**config.mk**
```make
export PLATFORM = sky130hd
export DESIGN_NAME = fp_pending_tracker
export DESIGN_NICKNAME = d
export VERILOG_FILES = /design/src/logic/issue_pkg.sv /design/src/logic/fp_pending_tracker.sv
export SDC_FILE = /design/constraint.sdc
export NUM_CORES = 1
export LEC_CHECK = 0
export BUFFER_PORTS_ARGS = -buffer_cell sky130_fd_sc_hd__clkbuf_2
export CORE_AREA = 8 8 63 76
export CTS_BUF_LIST = sky130_fd_sc_hd__clkbuf_16
export CTS_CLUSTER_SIZE = 12
export DETAILED_ROUTE_END_ITERATION = 16
export DIE_AREA = 0 0 71 84
export PLACE_DENSITY = 0.69
export SYNTH_ARGS = -nofsm -noshare
export SYNTH_HDL_FRONTEND = slang
export SYNTH_SLANG_ARGS = --single-unit
```
**constraint.sdc**
```tcl
create_clock -name clk -period 1.6 [get_ports clk]
set_input_delay 0.16 -clock clk [delete_from_list [all_inputs] [get_ports clk]]
set_output_delay 0.16 -clock clk [all_outputs]
set_load 0.01 [all_outputs]
```
**src/logic/issue_pkg.sv**
```systemverilog
// Issue stage definitions

`default_nettype none

package issue_pkg;

	// Register number inside one register file, scalar or vector
	typedef logic [4:0] reg_addr_t;

	// One busy bit per register
	// Scalar registers sit in the low half and vector registers in the high half
	typedef logic [63:0] scoreboard_t;

	// Scalar register that holds the lane mask of masked vector operations
	localparam reg_addr_t MASK_REG = 5'd31;

	// Execution pipe that an instruction is sent to
	typedef enum logic [1:0] {
		PIPE_INT,
		PIPE_FP,
		PIPE_SYNC
	} pipe_t;

	// Single precision FP operation, decoded only when the pipe is PIPE_FP
	typedef enum logic [2:0] {
		FP_ADD,
		FP_SUB,
		FP_MUL,
		FP_DIV,
		FP_CMP,
		FP_ITOF,
		FP_FTOI
	} fp_op_t;

	// Cycles from FP issue to the FP result leaving the pipe
	localparam int FP_ADD_LAT  = 4;
	localparam int FP_MUL_LAT  = 3;
	localparam int FP_DIV_LAT  = 17;
	localparam int FP_CMP_LAT  = 1;
	localparam int FP_ITOF_LAT = 3;
	localparam int FP_FTOI_LAT = 2;

	// The divider is the slowest unit, so its latency sets the queue length
	localparam int FP_QUEUE_LEN = 17;

	// Cycles a thread stays blocked after one of its sync instructions is issued
	localparam int SYNC_HOLD = 4;

	// Decoded instruction as offered by one thread
	typedef struct packed {
		pipe_t     pipe_sel;
		fp_op_t    fp_op;
		logic      has_source0;
		logic      is_source0_vector;
		reg_addr_t source0;
		logic      has_source1;
		logic      is_source1_vector;
		reg_addr_t source1;
		logic      has_destination;
		logic      is_destination_vector;
		reg_addr_t destination;
		logic      mask_enable;
	} instruction_t;

	// Register release reported by the writeback stage
	// The thread field is sized for four threads
	typedef struct packed {
		logic      valid;
		logic [1:0] thread;
		logic      is_vector;
		reg_addr_t register;
	} wb_result_t;

	// Content of the registered issue port
	typedef struct packed {
		instruction_t instruction;
		logic [1:0]   thread;
		scoreboard_t  destination_mask;
	} issue_t;

endpackage

`default_nettype wire
```
**src/logic/fp_pending_tracker.sv**
```systemverilog
// FP completion tracker

`default_nettype none

module fp_pending_tracker import issue_pkg::*; #(
	parameter int THREAD_NUMB = 4
) (
	input  logic                             clk,
	input  logic                             reset,
	input  instruction_t [THREAD_NUMB-1:0]   instructions,
	input  logic         [THREAD_NUMB-1:0]   grant,
	output logic         [THREAD_NUMB-1:0]   fp_ok
);

	// Bit k set means an FP result leaves the pipe k+1 cycles from now
	logic [FP_QUEUE_LEN-1:0] fp_queue;
	logic [FP_QUEUE_LEN-1:0] fp_queue_next;

	// Latency of each FP operation, add and sub share the adder
	function automatic int op_latency(input fp_op_t op);
		int latency;
		case (op)
			FP_ADD, FP_SUB: latency = FP_ADD_LAT;
			FP_MUL:         latency = FP_MUL_LAT;
			FP_DIV:         latency = FP_DIV_LAT;
			FP_ITOF:        latency = FP_ITOF_LAT;
			FP_FTOI:        latency = FP_FTOI_LAT;
			// Compares and the unused code finish after one cycle
			default:        latency = FP_CMP_LAT;
		endcase
		return latency;
	endfunction

	// An operation may start only if its finishing slot is still free
	always_comb begin
		for (int t = 0; t < THREAD_NUMB; t++) begin
			fp_ok[t] = !fp_queue[op_latency(instructions[t].fp_op) - 1];
		end
	end

	// Every slot moves one step closer to completion each cycle
	// The grant input carries only FP starts, so at most one bit is set
	always_comb begin
		fp_queue_next = fp_queue >> 1;
		for (int t = 0; t < THREAD_NUMB; t++) begin
			if (grant[t]) begin
				fp_queue_next[op_latency(instructions[t].fp_op) - 1] = 1'b1;
			end
		end
	end

	always_ff @(posedge clk or posedge reset) begin
		if (reset) begin
			fp_queue <= '0;
		end else begin
			fp_queue <= fp_queue_next;
		end
	end

endmodule

`default_nettype wire

```
## Word-level counts from Yosys, hierarchy flattened

Cells that the tools add are included.

- Flip-flop bits (word level): 17
- Input bits: 114
- Output and inout bits: 4
- Word-level logic and storage cells: 97

- Add/sub/neg operators: 8
- Magnitude comparators: 12
- Eq/ne operators: 20
- Mux-type cells: 32
- Bitwise operators: 4
- Reductions and logical operators: 20

Operators with widths:

| kind | count |
|---|---|
| $lt A32 B7 Y1 const B | 8 |
| $sub A32 B2 Y32 const B | 8 |
| $ge A32 B1 Y1 const B | 4 |
| $mux W32 | 4 |
| $pmux W5 S4 | 4 |
| $mux W17 | 4 |
| $or A17 B17 Y17 | 3 |
| $eq A3 B2 Y1 const B | 8 |
| $eq A3 B3 Y1 const B | 8 |
| $bmux W1 S5 | 4 |
| $demux W1 S5 | 4 |
| $or A16 B17 Y17 | 1 |
| $reduce_or A2 Y1 | 8 |
| $eq A3 B1 Y1 const B | 4 |
| $logic_not A3 Y1 | 4 |
| $mux W1 | 12 |
| $logic_and A1 B1 Y1 | 4 |
| $logic_not A1 Y1 | 4 |

## Depth between registers and ports, before layout

- Depth after elaboration: 17
- Mapped depth: 5
- Mapped depth without buffers: 5

## Worst setup path before layout

OpenSTA, ideal clock, no wires.

- Path type: register to output
- From: reg fp_queue[2]
- To: out fp_ok[2]
- Arrival time: 1.143 ns
- Required time: 1.440 ns
- Slack: 0.297 ns
- Cell stages (with the launch flop): 5
- Buffers on the path: 0
- Cell sequence: dfrtp_1 mux2_2 a22oi_1 o21ai_0 a2bb2oi_1

- Word-level cells in the longest chain between the ends: 4

RTL lines:

| item | RTL line | text |
|---|---|---|
| start: declaration | fp_pending_tracker.sv:16 | `logic [FP_QUEUE_LEN-1:0] fp_queue;` |
| start signal: assignment | fp_pending_tracker.sv:56 | `fp_queue <= fp_queue_next;` |
| $bmux W1 S5 | fp_pending_tracker.sv:37 | `fp_ok[t] = !fp_queue[op_latency(instructions[t].fp_op) - 1];` |
| $mux W1 (implied by the code) (2 in series) | fp_pending_tracker.sv:37 |  |
| $logic_not A1 Y1 | fp_pending_tracker.sv:37 |  |
| end: declaration | fp_pending_tracker.sv:12 | `output logic [THREAD_NUMB-1:0] fp_ok` |

No other way between the ends. The select of a mux whose other input is x is not followed.

## Worst setup path after layout

Ends and elaborated chain as after synthesis.

==> flow_metrics.py <==
metrics = {
    "outcome": {
        "outcome": "finished with violations",
        "failed_checks": "negative setup slack",
    },
    "clocking": {
        "htreeDepth": 1,
        "root_buffer": "clkbuf_16",
        "clk_latency_ps": 240,
        "cts_inserted_buffers": 3,
        "cts_buffer_depth": 2,
        "cts_sinks": 17,
        "clkSlewWorstSetupHoldPaths_ps": 50,
        "cts_tree": "built",
    },
    "detailed_routing": {
        "wl_mm": 2.50,
        "met1_length_mm": 1.12,
        "dr.pass1.iters": 4,
        "wl_met3_um": 118,
        "via_count": 916,
        "wl_met2_mm": 1.24,
        "routed_via_density": 4.92,
        "drc": 0,
        "wl_per_cell_um": 13.4,
        "drtIter0Drc": 59,
        "routed.top_layer": "met4",
        "postRouteAntennaNets": 0,
    },
    "global_route": {
        "antenna_found_initial": 0,
        "grt_pass1_wl_mm": 4.18,
        "grt_start_max_net_pins": 18,
        "grtUsageTotal_pct": 8.79,
        "grt_pass1_vias": 900,
        "grt_remaining_overflow": 0,
    },
    "finish": {
        "finish.utilization_pct": 38.9,
        "fillCellCount": 370,
        "area_delta_synth_final_pct": 25.0,
        "largest_reg_flops": 17,
        "nets": 266,
        "largest-register": "fp_queue",
        "antenna_cells": 0,
        "reg_top3": "fp_queue: 17 flops",
        "drive_above_1_share_pct": 27.9,
    },
    "logic_synthesis": {
        "yosysMostFrequentCell": "dfrtp_1",
        "synth-seq-cells": 17,
        "synth.distinct_cells": 35,
        "yosysSeqAreaShare_pct": 38.6,
        "synth-main-ff-cell": "dfrtp_1",
        "synth_top_area_share_pct": 38.6,
        "synth_edf_count": 0,
        "synth_area_um2": 1100,
        "synthTopCellsByArea": "dfrtp_1 39%, ha_1 4.5%, clkbuf_1 4.1%, o21ai_0 3.6%, a22oi_1 3.4%",
        "synth_common_cells": "17 x dfrtp_1, 12 x clkbuf_1, 9 x nor2_1",
        "synthArstFlopShare_pct": 100,
        "netlist_instances": 125,
        "syn_area_per_cell_um2": 8.82,
        "synth_top_cell_by_area": "dfrtp_1",
        "yosysWarnings": 0,
    },
    "die": {
        "rows": 24,
        "start_util_pct": 31.1,
        "die_w_um": 71,
        "die_h_um": 84,
        "die_area_um2": 5960,
        "core_area_um2": 3540,
        "pin_count": 118,
    },
    "placement": {
        "io_buffer_count": 21,
        "post-place-ws_ps": 91.4,
        "routabilityCongestion": 0.745,
        "dp_hpwl_mm": 1.85,
    },
    "sta": {
        "rsz0062_at_grt": "true",
        "worst_pin_slew_ps": 598,
        "fin_crit_sh_pct": 103,
        "final.setup.tns_ps": -59.1,
        "hold_viol": 0,
        "setup_viol": 2,
        "fin_ws_ps": -42.0,
        "drv_slew": 0,
        "fmax_mhz": 609,
        "fin_skew_ps": 1.87,
        "min_period_ps": 1640,
        "slew_headroom_pct": 60.1,
    },
    "critical_path": {
        "cp.required_ps": 1440,
        "worst_setup_path_start_kind": "register",
        "reg2reg_slack_ps": 500,
        "cp-end-kind": "output port",
        "arrival_ps": 1480,
        "worst-path-max-fanout": 7,
        "setup.worst_path.class": "register to output port",
    },
    "pwr": {
        "power_density_nw_per_um2": 891,
        "peakVddDrop_uv": 445,
        "p_leak_nw": 0.642,
    },
    "min_path": {
        "hold_path_class": "input port to register",
    },
    "run": {
        "drv_cap": 0,
    },
}
[power by group]
group / switching (mW) / internal (mW)
logic: 0.134 / 0.131
registers: 0.0294 / 0.458
clock network: 0.144 / 0.330
[per-layer routing]
layer	global-route usage, %	vias up
li1	-	473
met1	10.2	424
met2	14.7	17
met3	2.88	2
met4	2.85	0
met5	0	-
[path summary, 6_finish.rpt]
kind | cells after the start | from | to
min in group asynchronous | 3 | reset | fp_queue[8]
worst min-delay path | 3 | grant[0] | fp_queue[3]
worst max-delay path | 5 | fp_queue[2] | fp_ok[2]
worst max register to register | 1 | fp_queue[1] | fp_queue[0]
worst min register to register | 0 | fp_queue[12] | fp_queue[11]
max in group asynchronous | 3 | reset | fp_queue[0]
[worst max-delay path, cell delays in order (launching register included)]
cell	delay, ps
dfrtp_2	460
mux2_4	280
a22oi_2	110
o21ai_1	80
a2bb2oi_1	160
buf_2	150
[layout make-up]
| class | instances | area, µm² | area share [%] |
|---|---|---|---|
| multi-input combinational | 96 | 658 | 47.8 |
| sequential | 17 | 428 | 31.1 |
| timing repair buffer | 26 | 149 | 10.8 |
| clock buffer | 3 | 75.1 | 5.45 |
| tap | 39 | 48.8 | 3.54 |
| inverter | 4 | 15.0 | 1.09 |
| clock inverter | 1 | 3.75 | 0.272 |
[cell usage in the layout, fill, tap and decap left out, drive strengths merged, types with 2 or more instances in the layout]
cell,n
nor2,9
nand3b,5
a21oi,5
nand3,5
nor2b,6
dfrtp,17
nand2b,3
o21ai,8
nand2,6
conb,8
a31oi,6
clkbuf,20
nor3b,3
a2bb2oi,2
mux2i,2
inv,5
mux2,3
xor2,2
buf,8
and3b,2
ha,4
a22oi,5
[metrics by stage]
step | total power, mW | hold WS, ps | std cells | area, µm²
floorplan | 0.629 | 86.1 | 132 | 1130
global placement | 0.708 | 233 | 178 | 1220
detailed placement | 0.711 | 244 | 178 | 1220
CTS | 1.22 | 206 | 186 | 1350
global route | 1.30 | 217 | 186 | 1380
finish | 1.23 | 207 | 186 | 1380
[cell families (layout without fill, tap and decap cells)]
| family | count (synthesis) | after routing | share of synthesized area, % |
|---|---|---|---|
| AO/OA/AOI/OAI | 32 | 32 | 18.8 |
| XOR/XNOR | 3 | 3 | 2.38 |
| adder cells (fa/ha/maj) | 4 | 4 | 4.54 |
| buffers and inverters | 19 | 34 | 7.38 |
| flip-flops | 17 | 17 | 38.6 |
| multiplexers | 5 | 5 | 4.88 |
| other | 1 | 8 | 0.340 |
| AND/OR/NAND/NOR | 44 | 44 | 23.0 |
[what timing repair did]
action,CTS,global route
hold buffers,1,0
gates resized for setup,6,10
hold endpoints to repair,17,0
pin swaps,3,3
setup endpoints to repair,3,4
setup buffers,3,0
No activity file was read; power rests on OpenSTA's default activity.
