==> src/logic/issue_pkg.sv <==
// Issue stage definitions

`default_nettype none

package issue_pkg;

	// Register number inside one register file, scalar or vector
	typedef logic [4:0] reg_addr_t;

	// One busy bit per register
	// Scalar registers sit in the low half and vector registers in the high half
	typedef logic [63:0] scoreboard_t;

	// Scalar register that holds the lane mask of masked vector operations
	localparam reg_addr_t MASK_REG = 5'd31;

	// Execution pipe that an instruction is sent to
	typedef enum logic [1:0] {
		PIPE_INT,
		PIPE_FP,
		PIPE_SYNC
	} pipe_t;

	// Single precision FP operation, decoded only when the pipe is PIPE_FP
	typedef enum logic [2:0] {
		FP_ADD,
		FP_SUB,
		FP_MUL,
		FP_DIV,
		FP_CMP,
		FP_ITOF,
		FP_FTOI
	} fp_op_t;

	// Cycles from FP issue to the FP result leaving the pipe
	localparam int FP_ADD_LAT  = 4;
	localparam int FP_MUL_LAT  = 3;
	localparam int FP_DIV_LAT  = 17;
	localparam int FP_CMP_LAT  = 1;
	localparam int FP_ITOF_LAT = 3;
	localparam int FP_FTOI_LAT = 2;

	// The divider is the slowest unit, so its latency sets the queue length
	localparam int FP_QUEUE_LEN = 17;

	// Cycles a thread stays blocked after one of its sync instructions is issued
	localparam int SYNC_HOLD = 4;

	// Decoded instruction as offered by one thread
	typedef struct packed {
		pipe_t     pipe_sel;
		fp_op_t    fp_op;
		logic      has_source0;
		logic      is_source0_vector;
		reg_addr_t source0;
		logic      has_source1;
		logic      is_source1_vector;
		reg_addr_t source1;
		logic      has_destination;
		logic      is_destination_vector;
		reg_addr_t destination;
		logic      mask_enable;
	} instruction_t;

	// Register release reported by the writeback stage
	// The thread field is sized for four threads
	typedef struct packed {
		logic      valid;
		logic [1:0] thread;
		logic      is_vector;
		reg_addr_t register;
	} wb_result_t;

	// Content of the registered issue port
	typedef struct packed {
		instruction_t instruction;
		logic [1:0]   thread;
		scoreboard_t  destination_mask;
	} issue_t;

endpackage

`default_nettype wire
==> src/logic/thread_scoreboard.sv <==
// Per-thread scoreboard

`default_nettype none

module thread_scoreboard import issue_pkg::*; #(
	parameter int THREAD_NUMB = 4
) (
	input  logic                           clk,
	input  logic                           reset,
	input  logic [$clog2(THREAD_NUMB)-1:0] thread_index,
	input  logic                           instruction_valid,
	input  instruction_t                   instruction,
	input  wb_result_t                     wb_result,
	input  logic                           wb_stall,
	input  logic                           fp_ok,
	input  logic                           grant,
	output logic                           request,
	output logic                           fp_start,
	output logic                           busy,
	output scoreboard_t                    destination_mask
);

	localparam int SYNC_W = $clog2(SYNC_HOLD + 1);

	scoreboard_t scoreboard;
	scoreboard_t scoreboard_next;
	scoreboard_t source_mask;
	scoreboard_t release_mask;
	scoreboard_t set_mask;
	logic        hazard_raw;
	logic        hazard_waw;
	logic        is_fp;
	logic        is_sync;
	logic        [SYNC_W-1:0] sync_count;

	// Every register maps to one scoreboard bit indexed by {is_vector, number}
	always_comb begin
		source_mask      = '0;
		destination_mask = '0;
		release_mask     = '0;
		// A masked operation implicitly reads the scalar mask register
		if (instruction.mask_enable) begin
			source_mask[{1'b0, MASK_REG}] = 1'b1;
		end
		if (instruction.has_source0) begin
			source_mask[{instruction.is_source0_vector, instruction.source0}] = 1'b1;
		end
		if (instruction.has_source1) begin
			source_mask[{instruction.is_source1_vector, instruction.source1}] = 1'b1;
		end
		destination_mask[{instruction.is_destination_vector, instruction.destination}] =
			instruction.has_destination;
		// Only writebacks of this thread free its registers
		release_mask[{wb_result.is_vector, wb_result.register}] =
			wb_result.valid && (wb_result.thread == thread_index);
	end

	// A read of a pending register is RAW, a second pending write to it is WAW
	assign hazard_raw = |(source_mask & scoreboard);
	assign hazard_waw = |(destination_mask & scoreboard);

	assign is_fp   = instruction.pipe_sel == PIPE_FP;
	assign is_sync = instruction.pipe_sel == PIPE_SYNC;

	// The FP verdict only matters for instructions bound to the FP pipe
	assign request = instruction_valid && !hazard_raw && !hazard_waw && !wb_stall &&
		(!is_fp || fp_ok) && (sync_count == '0);

	// Tells the FP tracker that this thread starts an FP operation now
	assign fp_start = grant && is_fp;

	// The release is applied first so that a same-cycle set survives
	assign set_mask        = destination_mask & {$bits(scoreboard_t){grant}};
	assign scoreboard_next = (scoreboard & ~release_mask) | set_mask;

	always_ff @(posedge clk or posedge reset) begin
		if (reset) begin
			scoreboard <= '0;
		end else begin
			scoreboard <= scoreboard_next;
		end
	end

	assign busy = |scoreboard;

	// Loaded on a sync grant, so the thread stays quiet for SYNC_HOLD cycles
	always_ff @(posedge clk or posedge reset) begin
		if (reset) begin
			sync_count <= '0;
		end else if (grant && is_sync) begin
			sync_count <= SYNC_W'(SYNC_HOLD);
		end else if (sync_count != '0) begin
			sync_count <= sync_count - 1'b1;
		end
	end

endmodule

`default_nettype wire

==> config.mk <==
export PLATFORM = sky130hd
export DESIGN_NAME = thread_scoreboard
export DESIGN_NICKNAME = d
export VERILOG_FILES = /design/src/logic/issue_pkg.sv /design/src/logic/thread_scoreboard.sv
export SDC_FILE = /design/constraint.sdc
export NUM_CORES = 1
export LEC_CHECK = 0
export BUFFER_PORTS_ARGS = -buffer_cell sky130_fd_sc_hd__buf_2
export CORE_UTILIZATION = 45
export DETAILED_ROUTE_END_ITERATION = 7
export GPL_TIMING_DRIVEN = 0
export PLACE_DENSITY = 0.68
export SLEW_MARGIN = 20
export SYNTH_ARGS = -nofsm -noshare
export SYNTH_HDL_FRONTEND = slang
export SYNTH_SLANG_ARGS = --single-unit
==> constraint.sdc <==
create_clock -name clk -period 2.9 [get_ports clk]
set_clock_uncertainty 0.1 [all_clocks]
set_input_delay 0.29 -clock clk [delete_from_list [all_inputs] [get_ports clk]]
set_output_delay 0.29 -clock clk [all_outputs]
set_load 0.01 [all_outputs]
-- Word-level counts from Yosys, hierarchy flattened
Index checks and enable logic that the tools add are counted.
- register bits: 67
- input bits: 44
- output and inout port bits: 67
- add/sub/neg operators: 1
- magnitude comparators: 8
- eq/ne operators: 3
- muxes and demuxes: 13
- bitwise operators: 10
- reductions and logical operators: 23
- operator list (cell ; number):
    $and A64 B64 Y64 ; 6
    $reduce_or A64 Y1 ; 3
    $mux W64 ; 2
    $or A64 B64 Y64 ; 2
    $not A64 Y64 ; 1
    $or A32 B64 Y64 ; 1
    $lt A6 B7 Y1 const B ; 4
    $demux W1 S6 ; 4
    $ge A6 B1 Y1 const B ; 4
    $logic_and A1 B1 Y1 ; 12
    $mux W3 ; 2
    $mux W1 ; 5
    $logic_not A1 Y1 ; 4
    $logic_not A3 Y1 ; 1
    $reduce_bool A3 Y1 ; 1
    $sub A3 B1 Y3 const B ; 1
    $eq A2 B1 Y1 const B ; 1
    $eq A2 B2 Y1 ; 1
    $eq A2 B2 Y1 const B ; 1
    $reduce_bool A2 Y1 ; 1
    $logic_or A1 B1 Y1 ; 1

-- Depth between registers and ports, before layout
- depth in word-level cells: 16
- mapped depth: 9
- mapped depth without buffers: 8

-- Worst setup path before layout
No wires, ideal clock.
- kind: reg-to-output
- start point: reg sync_count[0]
- end point: out request
- arrival time: 2232 ps
- path slack: 278 ps
- cell stages (with the launch flop): 9
- buffers on the path: 0
- cells stage by stage: dfrtp_1 > inv_1 > ha_1 > nand2b_4 > or4b_1 > a221oi_2 > nand4_1 > or3_1 > nor4_2
- cells in the longest elaborated chain, start to end: 2
- RTL lines (what ; line ; source):
    from (decl) ; thread_scoreboard.sv:34 ; logic [SYNC_W-1:0] sync_count;
    from (signal assigned) ; thread_scoreboard.sv:91 ; sync_count <= SYNC_W'(SYNC_HOLD);
    from (signal assigned) ; thread_scoreboard.sv:93 ; sync_count <= sync_count - 1'b1;
    $logic_not A3 Y1 ; thread_scoreboard.sv:67 ; (!is_fp || fp_ok) && (sync_count == '0);
    $logic_and A1 B1 Y1 ; thread_scoreboard.sv:67 ;
    to (decl) ; thread_scoreboard.sv:17 ; output logic request,
Every way passes these cells.

-- Worst setup path after layout
- start point: reg sync_count[1]
- end point: out request
Same word-level chain as after synthesis.

==> impl_metrics.py <==
metrics = {
    "critical_path": {
        "critPathLaunchType": "register",
        "worstReg2RegStart": "sync_count[1]$_DFFE_PP0P_",
        "path_max_fanout": 2,
        "r2r-end": "sync_count[1]$_DFFE_PP0P_",
        "crit_path_end_kind": "output port",
        "arrival_ns": 2.68,
        "r2r_slack_ns": 1.66,
        "slowest_delay_ns": 0.57,
        "crit_chain": "inv_2 -> ha_4 -> nand2b_4 -> or4b_4 -> a221oi_2 -> nand4_1 -> or3_1 -> nor4_2 -> buf_2",
        "worstPathRequired_ns": 2.51,
        "crit_path_start": "sync_count[1]$_DFFE_PP0P_",
        "cp-endpoint": "request",
        "worst-r2r-cell-count": 5,
        "crit_slowest_cell": "or4b_4",
        "crit_type": "register to output port",
    },
    "logic_synthesis": {
        "synth_top_area_share_pct": 31.8,
        "synth_area_sq_mm": 0.00527,
        "synthAdderAreaFrac_pct": 0.475,
        "synth_top_family_by_area": "simple AND/OR/NAND/NOR gates",
        "synth_area_leaders": "dfrtp_1 (32%), o21ai_0 (11%), o22ai_1 (7.1%)",
        "syn_nets": 710,
        "synth_edf_count": 0,
        "synthFlopType": "dfrtp_1",
        "synth_xor_area_share_pct": 0.499,
        "yosys.area_share.simple_pct": 31.0,
        "muxShareOfSynthArea_pct": 0.404,
        "yosys_warnings": 0,
        "synth_top_area_cell": "dfrtp_1",
        "avgSynthCellArea_sq_um": 7.93,
        "synthCells": 664,
        "synthArstFlopShare_pct": 100,
        "ys_seq_area_share_pct": 31.8,
        "synth-compound-area-share_pct": 28.2,
        "synth_cell_type_count": 64,
        "synth_seq_cells": 67,
    },
    "outcome": {
        "outcome": "finished with violations",
        "violations": "DRC, setup timing",
    },
    "timing": {
        "hold_viol": 0,
        "timing.fmax_ghz": 0.326,
        "fin_ws_ns": -0.168,
        "fin_crit_ns": 3.07,
        "drv_slew": 0,
        "slew_headroom_pct": 25.5,
        "setup_tns_ns": -0.168,
        "post-route-period-util_pct": 106,
        "rsz0062_at_grt": "yes",
        "worst_pin_slew_ns": 1.12,
        "setup_viol": 1,
    },
    "layout": {
        "syn_to_final_growth_pct": 20.7,
        "fillers": 1083,
        "multi_input_area_sq_mm": 0.00321,
        "stdcell_count": 923,
        "antenna_cells": 0,
        "nNetsFinal": 821,
        "layout-drive-gt1-share_pct": 24.1,
        "seq_area_sq_mm": 0.00168,
    },
    "routing": {
        "ant_nets": 0,
        "vias_per_cell": 7.14,
        "dr.pass1.iters": 7,
        "routed-via-count": 6590,
        "drc": 2,
        "drt-initial-drc-count": 1064,
        "wirelength_mm": 25.9,
        "wl_per_cell_um": 28.1,
    },
    "floorplan": {
        "num_rows": 39,
        "die_h_um": 110,
        "ios": 111,
        "coreArea_sq_mm": 0.0114,
        "die_w_um": 110,
        "start_util_pct": 46.1,
        "dieArea_sq_mm": 0.0121,
    },
    "power": {
        "power_density_mw_per_mm2": 518,
        "p_leak_nw": 2.64,
        "ir_worst_vdd_mv": 0.465,
        "power.total_mw": 3.29,
    },
    "global_routing": {
        "grt_util_all_layers_pct": 43.4,
        "overflow": 0,
        "antenna_found_initial": 0,
        "grt_pass1_vias": 6005,
        "grt_start_max_net_pins": 47,
        "grt_pass1_wl_mm": 37.3,
    },
    "cts": {
        "cts_inserted_buffers": 9,
        "clockRootBuffer": "clkbuf_16",
        "clk-insertion-delay-late_ns": 0.33,
        "cts.clk_slew.worst_paths_ns": 0.05,
        "cts_buffer_depth": 2,
        "cts_tree": "done",
        "cts.sinks": 67,
        "htree_levels": 3,
    },
    "place": {
        "dp_hpwl_mm": 19.7,
        "dp_cells": 901,
        "place.gp.congestion": 1.07,
        "port_buffers": 93,
    },
    "hold_path": {
        "hold_class": "primary input to register",
    },
    "flow_run": {
        "cap_viol_max_count": 0,
    },
}
-- flip-flops by register name, summed over array words and instances, names as in the netlist --
| signal | cells |
|---|---|
| sync_count | 3 |
| scoreboard | 64 |
-- critical path: cells and delay by family (launching register included) --
kind / cells / cell delay [ns]
adder cells (fa/ha/maj): 1 / 0.15
flip-flops: 1 / 0.38
buffers and inverters: 2 / 0.27
AND/OR/NAND/NOR: 5 / 1.35
AO/OA/AOI/OAI: 1 / 0.19
-- Yosys cell counts, types with 4 or more instances --
cell type,number
or3b_1,7
a22oi_1,35
buf_6,6
buf_2,31
nor3b_1,4
nor3_1,8
nor2_1,70
nand4bb_1,5
or4bb_1,4
inv_1,10
o21ai_0,115
dfrtp_1,67
nand2b_1,4
nor4_1,18
or3b_2,6
and3_1,4
nand4b_1,13
o22ai_1,60
nand3b_1,14
buf_4,6
nand3_1,12
or3_1,5
nand4_1,19
nand2_1,53
clkbuf_1,20
and3b_1,4
a22o_1,8
-- stage by stage --
stage                     util (%)  setup WS, ns  hold slack (ns)  area, sq um
after global routing          55.7        -0.208            0.306         6360
after detailed placement      52.0        -0.193            0.172         5940
after global placement        51.8        -0.238            0.430         5910
after floorplan                  -         0.278            0.388         5270
final                         55.7        -0.168            0.272         6360
after CTS                     55.7        -0.113            0.257         6350
-- metal layers --
metal	global-route usage [%]	vias up	part of all wire, %
li1	-	2773	-
met1	55.0	3069	36
met2	65.4	582	43
met3	10.8	166	13
met4	29.0	0	7.8
met5	0	-	0
-- worst min path at each step --
stage | end | cells after the start | from | slack [ns]
floorplan | scoreboard[28]$_DFF_PP0_ | 2 | scoreboard[28]$_DFF_PP0_ | 0.39
global placement | sync_count[0]$_DFFE_PP0P_ | 2 | sync_count[0]$_DFFE_PP0P_ | 0.43
detailed placement | scoreboard[37]$_DFF_PP0_ | 2 | reset | 0.17
CTS | scoreboard[28]$_DFF_PP0_ | 4 | wb_result[1] | 0.26
global route | scoreboard[28]$_DFF_PP0_ | 4 | wb_result[1] | 0.31
finish | scoreboard[28]$_DFF_PP0_ | 4 | wb_result[1] | 0.27
-- timing repair --
action | 4_1_cts | 5_1_grt
setup endpoints to repair | 1 | 1
hold endpoints to repair | 21 | 0
setup buffers | 5 | 0
cloned | 0 | 0
gates resized for setup | 6 | 2
hold buffers | 1 | 0
pin swaps | 6 | 0
-- power by group --
group | total, mW | switching (mW) | internal, mW
combinational | 0.678 | 0.394 | 0.284
clock | 1.26 | 0.405 | 0.860
sequential | 1.35 | 0.272 | 1.08
total | 3.29 | 1.07 | 2.22
-- layout by cell type, fill, tap and decap left out, drive strengths merged, types with 14 or more instances in the layout --
| cell type | synthesis | routed |
|---|---|---|
| nand2 | 53 | 53 |
| nand4b | 14 | 14 |
| buf | 44 | 143 |
| dfrtp | 67 | 67 |
| nand4 | 20 | 20 |
| nor2 | 71 | 71 |
| clkbuf | 21 | 32 |
| a22oi | 35 | 35 |
| o21ai | 116 | 116 |
| o22ai | 60 | 60 |
| nand3b | 16 | 16 |
| nor4 | 19 | 19 |
-- cell families after synthesis --
group	after synthesis
compound gates	239
xor+xnor	3
fa+ha+maj	2
buf+inv	75
flops	67
mux	2
simple gates	276
-- final cells by class --
class                           instances  share of cell area [%]
Tap cell                              143                    2.81
Sequential cell                        67                    26.4
Inverter                               10                   0.630
Buffer                                 65                    5.73
Multi-Input combinational cell        522                    50.6
Clock buffer                           11                    3.82
Clock inverter                          5                    1.57
Timing Repair Buffer                  100                    8.50
No activity file was read; power rests on OpenSTA's default activity.
